## config.mk

```make
export PLATFORM = sky130hd
export DESIGN_NAME = fetch_core_top
export DESIGN_NICKNAME = d
export VERILOG_FILES = /design/src/core_pkg.sv /design/src/decode_unit.sv /design/src/execute_unit.sv /design/src/fetch_core_top.sv /design/src/fetch_stage.sv /design/src/imem_model.sv /design/src/retire_unit.sv
export SDC_FILE = /design/constraint.sdc
export NUM_CORES = 2
export LEC_CHECK = 0
export BUFFER_PORTS_ARGS = -buffer_cell sky130_fd_sc_hd__clkbuf_2
export CORE_ASPECT_RATIO = 0.6
export CORE_MARGIN = 2
export CORE_UTILIZATION = 30
export CTS_CLUSTER_DIAMETER = 150
export DETAILED_ROUTE_END_ITERATION = 8
export GPL_TIMING_DRIVEN = 0
export HOLD_SLACK_MARGIN = 0.1
export PLACE_DENSITY = 0.54
export SYNTH_ARGS = -nofsm -noshare
export SYNTH_HDL_FRONTEND = slang
export SYNTH_SLANG_ARGS = --single-unit
```

## constraint.sdc

```tcl
create_clock -name clk_i -period 9.85 [get_ports clk_i]
set_clock_uncertainty 0.15 [all_clocks]
set_input_delay 0.985 -clock clk_i [delete_from_list [all_inputs] [get_ports clk_i]]
set_output_delay 0.985 -clock clk_i [all_outputs]
set_load 0.03 [all_outputs]
```

## src/core_pkg.sv

```systemverilog
// shared types and encodings for the small core
// rv32 subset only: addi, beq, bne, jal
// register file is four entries, so index fields keep 2 bits
// cause codes follow the riscv mcause numbering

package core_pkg;

    // byte address of an instruction
    typedef logic [31:0] addr_t;
    // raw instruction word
    typedef logic [31:0] inst_t;
    // register data value
    typedef logic [31:0] xlen_t;
    // register index, x0 to x3 only
    typedef logic [1:0]  reg_idx_t;

    // next pc select driven by retire
    typedef enum logic [1:0] {
        NEXT_PC_SEL_PC   = 2'd0,
        NEXT_PC_SEL_PC_4 = 2'd1,
        NEXT_PC_SEL_JUMP = 2'd2
    } next_pc_sel_t;

    // decoded operation
    typedef enum logic [2:0] {
        OP_ADDI    = 3'd0,
        OP_BEQ     = 3'd1,
        OP_BNE     = 3'd2,
        OP_JAL     = 3'd3,
        OP_ILLEGAL = 3'd4
    } op_t;

    // exception causes, riscv codes
    typedef enum logic [3:0] {
        INSTR_ADDR_MISALIGNED = 4'd0,
        INSTR_ACCESS_FAULT    = 4'd1,
        ILLEGAL_INSTR         = 4'd2,
        INSTR_PAGE_FAULT      = 4'd12
    } exc_cause_t;

    // major opcodes
    localparam logic [6:0] OPC_OPIMM  = 7'b0010011;
    localparam logic [6:0] OPC_BRANCH = 7'b1100011;
    localparam logic [6:0] OPC_JAL    = 7'b1101111;

    // funct3 values inside the opcodes above
    localparam logic [2:0] F3_ADDI = 3'b000;
    localparam logic [2:0] F3_BEQ  = 3'b000;
    localparam logic [2:0] F3_BNE  = 3'b001;

endpackage

```

## src/decode_unit.sv

```systemverilog
// decode for addi, beq, bne and jal
// any other encoding is illegal, the all-zero word included
// a used register field above 3 is also illegal
// illegal_o is only raised for a valid fetch packet

module decode_unit import core_pkg::*; (
    input  inst_t    inst_i,
    input  logic     valid_i,
    output op_t      op_o,
    output reg_idx_t rd_o,
    output reg_idx_t rs1_o,
    output reg_idx_t rs2_o,
    output xlen_t    imm_o,
    output logic     illegal_o
);

    logic [6:0] opcode;
    logic [2:0] funct3;
    logic       rd_hi;
    logic       rs1_hi;
    logic       rs2_hi;
    xlen_t      imm_i_type;
    xlen_t      imm_b_type;
    xlen_t      imm_j_type;
    logic       bad;

    assign opcode = inst_i[6:0];
    assign funct3 = inst_i[14:12];

    // register fields beyond x3
    assign rd_hi  = |inst_i[11:9];
    assign rs1_hi = |inst_i[19:17];
    assign rs2_hi = |inst_i[24:22];

    assign rd_o  = inst_i[8:7];
    assign rs1_o = inst_i[16:15];
    assign rs2_o = inst_i[21:20];

    // sign-extended immediates
    assign imm_i_type = {{20{inst_i[31]}}, inst_i[31:20]};
    assign imm_b_type = {{19{inst_i[31]}}, inst_i[31], inst_i[7],
                         inst_i[30:25], inst_i[11:8], 1'b0};
    assign imm_j_type = {{11{inst_i[31]}}, inst_i[31], inst_i[19:12],
                         inst_i[20], inst_i[30:21], 1'b0};

    always_comb begin
        op_o  = OP_ILLEGAL;
        imm_o = '0;
        bad   = 1'b1;
        case (opcode)
            OPC_OPIMM: begin
                if (funct3 == F3_ADDI && !rd_hi && !rs1_hi) begin
                    op_o  = OP_ADDI;
                    imm_o = imm_i_type;
                    bad   = 1'b0;
                end
            end
            OPC_BRANCH: begin
                // only rs1 and rs2 are register fields here
                if (!rs1_hi && !rs2_hi) begin
                    if (funct3 == F3_BEQ) begin
                        op_o  = OP_BEQ;
                        imm_o = imm_b_type;
                        bad   = 1'b0;
                    end else if (funct3 == F3_BNE) begin
                        op_o  = OP_BNE;
                        imm_o = imm_b_type;
                        bad   = 1'b0;
                    end
                end
            end
            OPC_JAL: begin
                if (!rd_hi) begin
                    op_o  = OP_JAL;
                    imm_o = imm_j_type;
                    bad   = 1'b0;
                end
            end
            default: begin
                bad = 1'b1;
            end
        endcase
    end

    assign illegal_o = valid_i && bad;

endmodule

```

## src/execute_unit.sv

```systemverilog
// execute: four-entry register file, addi, branches, jal
// x0 is never written, so it reads zero after reset
// the write happens at the edge only when retire commits

module execute_unit import core_pkg::*; (
    input  logic     clk_i,
    input  logic     rstn_i,
    input  logic     commit_i,
    input  addr_t    pc_i,
    input  op_t      op_i,
    input  reg_idx_t rd_i,
    input  reg_idx_t rs1_i,
    input  reg_idx_t rs2_i,
    input  xlen_t    imm_i,
    output logic     wb_en_o,
    output xlen_t    wb_value_o,
    output reg_idx_t rd_o,
    output logic     redirect_o,
    output addr_t    target_o
);

    xlen_t regs [4];
    xlen_t rs1_val;
    xlen_t rs2_val;
    logic  equal;

    assign rs1_val = regs[rs1_i];
    assign rs2_val = regs[rs2_i];
    assign equal   = rs1_val == rs2_val;

    // writeback value, link is pc + 4
    always_comb begin
        case (op_i)
            OP_ADDI: wb_value_o = rs1_val + imm_i;
            OP_JAL:  wb_value_o = pc_i + 32'd4;
            default: wb_value_o = '0;
        endcase
    end

    assign wb_en_o = (op_i == OP_ADDI) || (op_i == OP_JAL);
    assign rd_o    = rd_i;

    // jal always, branches when the compare holds
    assign redirect_o = (op_i == OP_JAL) ||
                        (op_i == OP_BEQ && equal) ||
                        (op_i == OP_BNE && !equal);
    assign target_o   = pc_i + imm_i;

    always_ff @(posedge clk_i or negedge rstn_i) begin
        if (!rstn_i) begin
            for (int i = 0; i < 4; i++) begin
                regs[i] <= '0;
            end
        end else if (commit_i && wb_en_o && (rd_i != 2'd0)) begin
            regs[rd_i] <= wb_value_o;
        end
    end

endmodule

```

## src/fetch_core_top.sv

```systemverilog
// top level of the small core: fetch, memory, decode, execute, retire
// one instruction in flight, one retire per unstalled cycle
// load the memory only while stall_i is high

module fetch_core_top import core_pkg::*; #(
    parameter int    MEM_WORDS = 64,
    parameter addr_t RESET_PC  = 32'h0,
    parameter addr_t TRAP_VEC  = 32'h80,
    parameter addr_t PF_BASE   = 32'hC0,
    parameter addr_t PF_SIZE   = 32'h20
) (
    input  logic       clk_i,
    input  logic       rstn_i,
    input  logic       stall_i,
    // memory load port
    input  logic       load_en_i,
    input  addr_t      load_addr_i,
    input  inst_t      load_data_i,
    // retire report
    output logic       retire_valid_o,
    output addr_t      retire_pc_o,
    output inst_t      retire_inst_o,
    output logic       trap_valid_o,
    output exc_cause_t trap_cause_o,
    output logic       wb_en_o,
    output reg_idx_t   wb_rd_o,
    output xlen_t      wb_value_o
);

    // fetch to memory
    logic         imem_req;
    addr_t        imem_addr;
    logic         rsp_valid;
    inst_t        rsp_data;
    logic         rsp_access_fault;
    logic         rsp_page_fault;
    // fetch packet
    logic         fetch_valid;
    addr_t        fetch_pc;
    inst_t        fetch_inst;
    logic         fetch_ex_valid;
    exc_cause_t   fetch_ex_cause;
    // decode results
    op_t          dec_op;
    reg_idx_t     dec_rd;
    reg_idx_t     dec_rs1;
    reg_idx_t     dec_rs2;
    xlen_t        dec_imm;
    logic         dec_illegal;
    // execute results
    logic         ex_wb_en;
    xlen_t        ex_wb_value;
    reg_idx_t     ex_rd;
    logic         ex_redirect;
    addr_t        ex_target;
    // retire control
    logic         commit;
    next_pc_sel_t next_pc_sel;
    addr_t        jump_pc;

    fetch_stage #(
        .RESET_PC (RESET_PC)
    ) u_fetch (
        .clk_i              (clk_i),
        .rstn_i             (rstn_i),
        .stall_i            (stall_i),
        .next_pc_sel_i      (next_pc_sel),
        .jump_pc_i          (jump_pc),
        .rsp_valid_i        (rsp_valid),
        .rsp_data_i         (rsp_data),
        .rsp_access_fault_i (rsp_access_fault),
        .rsp_page_fault_i   (rsp_page_fault),
        .imem_req_o         (imem_req),
        .imem_addr_o        (imem_addr),
        .fetch_valid_o      (fetch_valid),
        .fetch_pc_o         (fetch_pc),
        .fetch_inst_o       (fetch_inst),
        .fetch_ex_valid_o   (fetch_ex_valid),
        .fetch_ex_cause_o   (fetch_ex_cause)
    );

    imem_model #(
        .MEM_WORDS (MEM_WORDS),
        .PF_BASE   (PF_BASE),
        .PF_SIZE   (PF_SIZE)
    ) u_imem (
        .clk_i              (clk_i),
        .rstn_i             (rstn_i),
        .req_i              (imem_req),
        .addr_i             (imem_addr),
        .load_en_i          (load_en_i),
        .load_addr_i        (load_addr_i),
        .load_data_i        (load_data_i),
        .rsp_valid_o        (rsp_valid),
        .rsp_data_o         (rsp_data),
        .rsp_access_fault_o (rsp_access_fault),
        .rsp_page_fault_o   (rsp_page_fault)
    );

    decode_unit u_decode (
        .inst_i    (fetch_inst),
        .valid_i   (fetch_valid),
        .op_o      (dec_op),
        .rd_o      (dec_rd),
        .rs1_o     (dec_rs1),
        .rs2_o     (dec_rs2),
        .imm_o     (dec_imm),
        .illegal_o (dec_illegal)
    );

    execute_unit u_execute (
        .clk_i      (clk_i),
        .rstn_i     (rstn_i),
        .commit_i   (commit),
        .pc_i       (fetch_pc),
        .op_i       (dec_op),
        .rd_i       (dec_rd),
        .rs1_i      (dec_rs1),
        .rs2_i      (dec_rs2),
        .imm_i      (dec_imm),
        .wb_en_o    (ex_wb_en),
        .wb_value_o (ex_wb_value),
        .rd_o       (ex_rd),
        .redirect_o (ex_redirect),
        .target_o   (ex_target)
    );

    retire_unit #(
        .TRAP_VEC (TRAP_VEC)
    ) u_retire (
        .clk_i            (clk_i),
        .rstn_i           (rstn_i),
        .stall_i          (stall_i),
        .fetch_valid_i    (fetch_valid),
        .fetch_pc_i       (fetch_pc),
        .fetch_inst_i     (fetch_inst),
        .fetch_ex_valid_i (fetch_ex_valid),
        .fetch_ex_cause_i (fetch_ex_cause),
        .illegal_i        (dec_illegal),
        .wb_en_i          (ex_wb_en),
        .wb_value_i       (ex_wb_value),
        .rd_i             (ex_rd),
        .redirect_i       (ex_redirect),
        .target_i         (ex_target),
        .commit_o         (commit),
        .next_pc_sel_o    (next_pc_sel),
        .jump_pc_o        (jump_pc),
        .retire_valid_o   (retire_valid_o),
        .retire_pc_o      (retire_pc_o),
        .retire_inst_o    (retire_inst_o),
        .trap_valid_o     (trap_valid_o),
        .trap_cause_o     (trap_cause_o),
        .wb_en_o          (wb_en_o),
        .wb_rd_o          (wb_rd_o),
        .wb_value_o       (wb_value_o)
    );

endmodule

```

## src/fetch_stage.sv

```systemverilog
// fetch stage: pc register, next pc mux, memory request
// misalignment is detected here, access and page faults come
// from the memory response in the same cycle
// a misaligned pc or a stall makes no memory request

module fetch_stage import core_pkg::*; #(
    parameter addr_t RESET_PC = 32'h0
) (
    input  logic         clk_i,
    input  logic         rstn_i,
    input  logic         stall_i,
    // select and target from retire
    input  next_pc_sel_t next_pc_sel_i,
    input  addr_t        jump_pc_i,
    // memory response
    input  logic         rsp_valid_i,
    input  inst_t        rsp_data_i,
    input  logic         rsp_access_fault_i,
    input  logic         rsp_page_fault_i,
    // memory request
    output logic         imem_req_o,
    output addr_t        imem_addr_o,
    // fetch packet
    output logic         fetch_valid_o,
    output addr_t        fetch_pc_o,
    output inst_t        fetch_inst_o,
    output logic         fetch_ex_valid_o,
    output exc_cause_t   fetch_ex_cause_o
);

    addr_t pc;
    addr_t next_pc;

    logic ex_misaligned;
    logic ex_access_fault;
    logic ex_page_fault;

    // next pc mux
    always_comb begin
        case (next_pc_sel_i)
            NEXT_PC_SEL_PC:   next_pc = pc;
            NEXT_PC_SEL_PC_4: next_pc = pc + 32'd4;
            NEXT_PC_SEL_JUMP: next_pc = jump_pc_i;
            default:          next_pc = pc + 32'd4;
        endcase
    end

    always_ff @(posedge clk_i or negedge rstn_i) begin
        if (!rstn_i) begin
            pc <= RESET_PC;
        end else begin
            pc <= next_pc;
        end
    end

    // low pc bits must be zero
    assign ex_misaligned   = |pc[1:0];
    // memory faults only count with a valid response
    assign ex_access_fault = rsp_valid_i && rsp_access_fault_i;
    assign ex_page_fault   = rsp_valid_i && rsp_page_fault_i;

    assign imem_req_o  = !ex_misaligned && !stall_i;
    assign imem_addr_o = pc;

    // priority: misaligned, access fault, page fault
    always_comb begin
        fetch_ex_valid_o = 1'b1;
        if (ex_misaligned) begin
            fetch_ex_cause_o = INSTR_ADDR_MISALIGNED;
        end else if (ex_access_fault) begin
            fetch_ex_cause_o = INSTR_ACCESS_FAULT;
        end else if (ex_page_fault) begin
            fetch_ex_cause_o = INSTR_PAGE_FAULT;
        end else begin
            fetch_ex_cause_o = INSTR_ADDR_MISALIGNED;
            fetch_ex_valid_o = 1'b0;
        end
    end

    // packet valid on a response or on any fetch exception
    assign fetch_valid_o = rsp_valid_i || fetch_ex_valid_o;
    assign fetch_pc_o    = pc;
    assign fetch_inst_o  = rsp_data_i;

endmodule

```

## src/imem_model.sv

```systemverilog
// word-addressed instruction memory model, combinational read
// MEM_WORDS must be at least 2; low two address bits are ignored
// words at or beyond MEM_WORDS give an access fault
// addresses in [PF_BASE, PF_BASE + PF_SIZE) give a page fault
// loads beyond the depth are dropped, faulting reads return zero

module imem_model import core_pkg::*; #(
    parameter int    MEM_WORDS = 64,
    parameter addr_t PF_BASE   = 32'hC0,
    parameter addr_t PF_SIZE   = 32'h20
) (
    input  logic  clk_i,
    input  logic  rstn_i,
    // read request
    input  logic  req_i,
    input  addr_t addr_i,
    // load port
    input  logic  load_en_i,
    input  addr_t load_addr_i,
    input  inst_t load_data_i,
    // read response
    output logic  rsp_valid_o,
    output inst_t rsp_data_o,
    output logic  rsp_access_fault_o,
    output logic  rsp_page_fault_o
);

    localparam int AW = $clog2(MEM_WORDS);

    inst_t mem [MEM_WORDS];

    logic [29:0] rd_word;
    logic [29:0] ld_word;
    logic        rd_in_range;
    logic        rd_in_window;

    assign rd_word = addr_i[31:2];
    assign ld_word = load_addr_i[31:2];

    // load port, ignored while in reset
    always_ff @(posedge clk_i) begin
        if (load_en_i && rstn_i && (ld_word < 30'(MEM_WORDS))) begin
            mem[ld_word[AW-1:0]] <= load_data_i;
        end
    end

    assign rd_in_range  = rd_word < 30'(MEM_WORDS);
    assign rd_in_window = (addr_i >= PF_BASE) && (addr_i < PF_BASE + PF_SIZE);

    // response in the same cycle as the request
    assign rsp_valid_o        = req_i;
    assign rsp_access_fault_o = req_i && !rd_in_range;
    assign rsp_page_fault_o   = req_i && rd_in_window;

    always_comb begin
        if (req_i && rd_in_range && !rd_in_window) begin
            rsp_data_o = mem[rd_word[AW-1:0]];
        end else begin
            rsp_data_o = '0;
        end
    end

endmodule

```

## src/retire_unit.sv

```systemverilog
// retire: commit or trap, next pc select back to fetch
// fetch exceptions rank above the illegal flag from decode
// the report registers at the edge after the fetch cycle
// and is a one-cycle strobe

module retire_unit import core_pkg::*; #(
    parameter addr_t TRAP_VEC = 32'h80
) (
    input  logic         clk_i,
    input  logic         rstn_i,
    input  logic         stall_i,
    // fetch packet
    input  logic         fetch_valid_i,
    input  addr_t        fetch_pc_i,
    input  inst_t        fetch_inst_i,
    input  logic         fetch_ex_valid_i,
    input  exc_cause_t   fetch_ex_cause_i,
    // decode and execute results
    input  logic         illegal_i,
    input  logic         wb_en_i,
    input  xlen_t        wb_value_i,
    input  reg_idx_t     rd_i,
    input  logic         redirect_i,
    input  addr_t        target_i,
    // control back to fetch and execute
    output logic         commit_o,
    output next_pc_sel_t next_pc_sel_o,
    output addr_t        jump_pc_o,
    // retire report
    output logic         retire_valid_o,
    output addr_t        retire_pc_o,
    output inst_t        retire_inst_o,
    output logic         trap_valid_o,
    output exc_cause_t   trap_cause_o,
    output logic         wb_en_o,
    output reg_idx_t     wb_rd_o,
    output xlen_t        wb_value_o
);

    logic       fire;
    logic       trap;
    exc_cause_t cause;

    // one instruction leaves per unstalled cycle
    assign fire  = fetch_valid_i && !stall_i;
    assign trap  = fire && (fetch_ex_valid_i || illegal_i);
    assign cause = fetch_ex_valid_i ? fetch_ex_cause_i : ILLEGAL_INSTR;

    assign commit_o = fire && !trap;

    // hold on stall, trap vector on exception, target on redirect
    always_comb begin
        jump_pc_o = target_i;
        if (stall_i) begin
            next_pc_sel_o = NEXT_PC_SEL_PC;
        end else if (trap) begin
            next_pc_sel_o = NEXT_PC_SEL_JUMP;
            jump_pc_o     = TRAP_VEC;
        end else if (commit_o && redirect_i) begin
            next_pc_sel_o = NEXT_PC_SEL_JUMP;
        end else begin
            next_pc_sel_o = NEXT_PC_SEL_PC_4;
        end
    end

    // report strobes
    always_ff @(posedge clk_i or negedge rstn_i) begin
        if (!rstn_i) begin
            retire_valid_o <= 1'b0;
            trap_valid_o   <= 1'b0;
            wb_en_o        <= 1'b0;
        end else begin
            retire_valid_o <= fire;
            trap_valid_o   <= trap;
            wb_en_o        <= commit_o && wb_en_i;
        end
    end

    // report payload
    always_ff @(posedge clk_i) begin
        retire_pc_o   <= fetch_pc_i;
        retire_inst_o <= fetch_inst_i;
        trap_cause_o  <= cause;
        wb_rd_o       <= rd_i;
        wb_value_o    <= wb_value_i;
    end

endmodule

```

==> results.tsv <==
metric	value	unit
Avg WL per Cell	35.7	um
Hold WC Path Type	reg2reg	
synthesis warning total	0	
via density per instance	5.68	
accumulated negative setup slack	-0.122	ns
achievable frequency	0.101	GHz
final weighted congestion of routability-driven global placement	0.943	
number of global-route vias before repair	51700	
post-route minimum period	9.94	ns
endpoint required time on the critical path	10.39	ns
area of the die	308000	um^2
final-report setup violation count	3	
site row count	156	
final WL	348000	um
post-synthesis cell type with the largest combined area	sky130_fd_sc_hd__edfxtp_1	
net count of the mapped netlist	5139	
critical path data arrival time	10.48	ns
Static Leakage	35.0	nW
remaining max-slew budget at the tightest pin	-2.40	%
cell with the biggest individual delay on the critical path	sky130_fd_sc_hd__nor3_1	
Max H-tree Level	4	
Net Sw Frac	25.2	%
CTS clock-pin slew for the worst setup and hold paths	0.08	ns
peak supply drop	0.000155	V
clock root buffer	sky130_fd_sc_hd__clkbuf_16	
RSZ-0062 raised after global routing	no	
status	finished with violations	
number of placed instances with taps included	9355	
ANT nets after route	0	
pin count of the biggest net entering global routing	110	
power per standard cell area	188	nW/um^2
Mapped Cells	5026	
Avg Inst Size Synth	18.1	um^2
sequential share of the synthesized area	71.0	%
Starting Density	30.2	%
vias post-DR	55400	
remaining global-route overflow	0	
combined global-route utilization of all metal layers	22.0	%
number of violations of the max-capacitance limit	4	
maximum single-stage delay on the critical path	0.74	ns
clk buf depth	4	
launching point of the worst reg2reg path	u_fetch.fetch_pc_o[3]	
clock network fraction of design power	38.6	%
startpoint of the most critical setup path	u_fetch.fetch_pc_o[3]	
clock sink count	2214	
unique cell type count in the Yosys netlist	133	
die height	431	um
Critical Path Fanout Max	10	
number of DRC markers in iteration 0	10500	
transition time at the pin with the least slew margin	1.54	ns
combinational share of power	10.3	%
mapped cell area	91100	um^2
total CTS buffers	202	
most used standard cell by instance count after synthesis	sky130_fd_sc_hd__edfxtp_1	
initial antenna violation count	42	
final number of max-transition violations	12	
Crit path top cell by count	sky130_fd_sc_hd__a21o_1	
Setup Slack @ Placement	-0.570	ns
layout cells sized above 1	27.4	%
hpwl dp	247000	um
total met2 wirelength after detailed routing	135000	um
met1 wire length	150000	um
number of placed I/O pins	173	
violations in the final reports	max-capacitance violations, max-slew violations, negative setup slack	
TritonCTS clock tree	built	
Worst Setup End Kind	flip-flop	
Clock Latency Late Sink	0.90	ns
FF-to-FF setup slack	-0.09	ns
layout overhead on the synthesized area	17.2	%
first-pass GRT wire length	461000	um
async set-or-reset flop fraction in the synthesized netlist	7.36	%
IO Port Bufs	167	
worst setup path class	reg2reg	
switching component of the power	0.00505	W
Pre-Repair DR Iteration Count	8	
Max Used Layer	met5	
endpoints failing hold	0	
Synth top cells by count	sky130_fd_sc_hd__edfxtp_1, sky130_fd_sc_hd__mux4_2, sky130_fd_sc_hd__nor2_1	
Final Non-Filler Cells	9742	
final hold slack	0.241	ns
final setup slack of the worst path	-0.0878	ns
Synth Register Bits	2214	
number of flops mapped to enable cells by yosys	1952	
cell internal pwr	0.0150	W
fraction of power consumed by sequential logic	51.0	%
kind of start point of the critical path	flip-flop	
Non-Filler Cell Area, Final	107000	um^2
predominant post-synthesis flop cell	sky130_fd_sc_hd__edfxtp_1	
core area	302000	um^2
Post-CTS Repair Setup Buffers	0	
hold_sp	u_fetch.fetch_pc_o[7]	
met3 wire len	54100	um
Die Span X	716	um
Remaining DRCs	0	
post-placement cell area	100000	um^2
post-route fraction of the period consumed by the critical path	101	%
most area-consuming cells after synthesis	sky130_fd_sc_hd__edfxtp_1, sky130_fd_sc_hd__mux4_2, sky130_fd_sc_hd__dfrtp_1, sky130_fd_sc_hd__mux2i_1, sky130_fd_sc_hd__dfxtp_1	
top-area cell type share of the netlist area	64.3	%
nets@finish	5651	
layout make-up:
class / count / area [um^2]
diodes: 19 / 47.5
inverters: 70 / 263
plain buffers: 292 / 2080
flip-flops and latches: 2214 / 64700
repair buffers: 309 / 3720
multi-input cells: 2449 / 24800
clock buffers: 248 / 5300
fillers: 28300 / 195000
clock inverters: 112 / 890
well taps: 4029 / 5040
cell usage in the layout (no fill, tap or decap), types with 46 or more instances in the layout:
cell type                      n
sky130_fd_sc_hd__a21oi_1     114
sky130_fd_sc_hd__buf_12      104
sky130_fd_sc_hd__buf_2        48
sky130_fd_sc_hd__buf_4        59
sky130_fd_sc_hd__buf_6        58
sky130_fd_sc_hd__clkbuf_1    145
sky130_fd_sc_hd__clkbuf_16   202
sky130_fd_sc_hd__clkbuf_2    163
sky130_fd_sc_hd__clkinv_2     46
sky130_fd_sc_hd__dfrtp_1     162
sky130_fd_sc_hd__dfxtp_1      99
sky130_fd_sc_hd__edfxtp_1   1952
sky130_fd_sc_hd__inv_1        63
sky130_fd_sc_hd__mux2_2      170
sky130_fd_sc_hd__mux2i_1     231
sky130_fd_sc_hd__mux4_2      414
sky130_fd_sc_hd__nand2_1     212
sky130_fd_sc_hd__nand3_1      53
sky130_fd_sc_hd__nor2_1      176
sky130_fd_sc_hd__nor2_4       65
sky130_fd_sc_hd__o21ai_0      90
sky130_fd_sc_hd__o22ai_1      87
sky130_fd_sc_hd__xnor2_1      71
critical path: cells and delay by family, from the launching register on:
family / cells / cell delay [ns]
flops: 1 / 0.58
buf+inv: 5 / 1.97
simple gates: 9 / 3.31
fa+ha+maj: 1 / 0.43
compound gates: 11 / 3.24
stage by stage:
stage / util (%) / power (W)
6_report: 35.4 / 0.0201
5_1_grt: 35.4 / 0.0205
4_1_cts: 35.3 / 0.0200
3_5_place_dp: 33.2 / 0.0124
3_3_place_gp: 32.1 / 0.0124
2_1_floorplan: - / 0.0115
repair_timing:
action,4_1_cts,5_1_grt
setup endpoints to repair,114,70
hold buffers,1,0
resized for setup,10,24
hold endpoints to repair,55,0
power by group through the flow:
stage	Combinational, W	Sequential, W	Clock (W)
6_report	0.00207	0.0102	0.00775
5_1_grt	0.00212	0.0102	0.00815
4_1_cts	0.00200	0.0102	0.00779
3_5_place_dp	0.00199	0.0104	0
3_3_place_gp	0.00194	0.0104	0
2_1_floorplan	0.00105	0.0105	0
metal layers:
layer  vias to the layer above  global-route usage [%]
li1                      21300                       -
met1                     29500                    33.4
met2                      4030                    28.7
met3                       538                    8.87
met4                        16                    5.44
met5                         -                       0
final timing paths:
path,to,depth (start not counted)
hold / removal,u_retire.retire_pc_o[7],0
max in group asynchronous,u_execute.regs[107],3
setup reg to reg,u_retire.wb_value_o[31],26
min in group asynchronous,u_fetch.fetch_pc_o[24],2
setup / recovery,u_retire.wb_value_o[31],26
hold reg to reg,u_retire.retire_pc_o[7],0
cell families (layout without fill, tap and decap cells):
group           after synthesis  count (layout)  synth area share (%)
compound gates              651             651                  4.99
xor+xnor                    104             104                  1.03
fa+ha+maj                    52              52                 0.702
buf+inv                     363            1031                  2.56
flops                      2214            2214                  71.0
mux                         833             833                  15.3
other cells                   0              19                     0
simple gates                809             809                  4.43
sequential cells by signal, indices dropped and copies added (netlist names):
name and count:
u_retire.wb_value_o 32, u_execute.regs 128, u_retire.retire_valid_o 1, u_retire.retire_inst_o 32, u_retire.trap_valid_o 1, u_imem.mem 1952, u_retire.retire_pc_o 32, u_retire.trap_cause_o 3
u_fetch.fetch_pc_o 32, u_retire.wb_en_o 1
(Power assumes the default switching activity.)
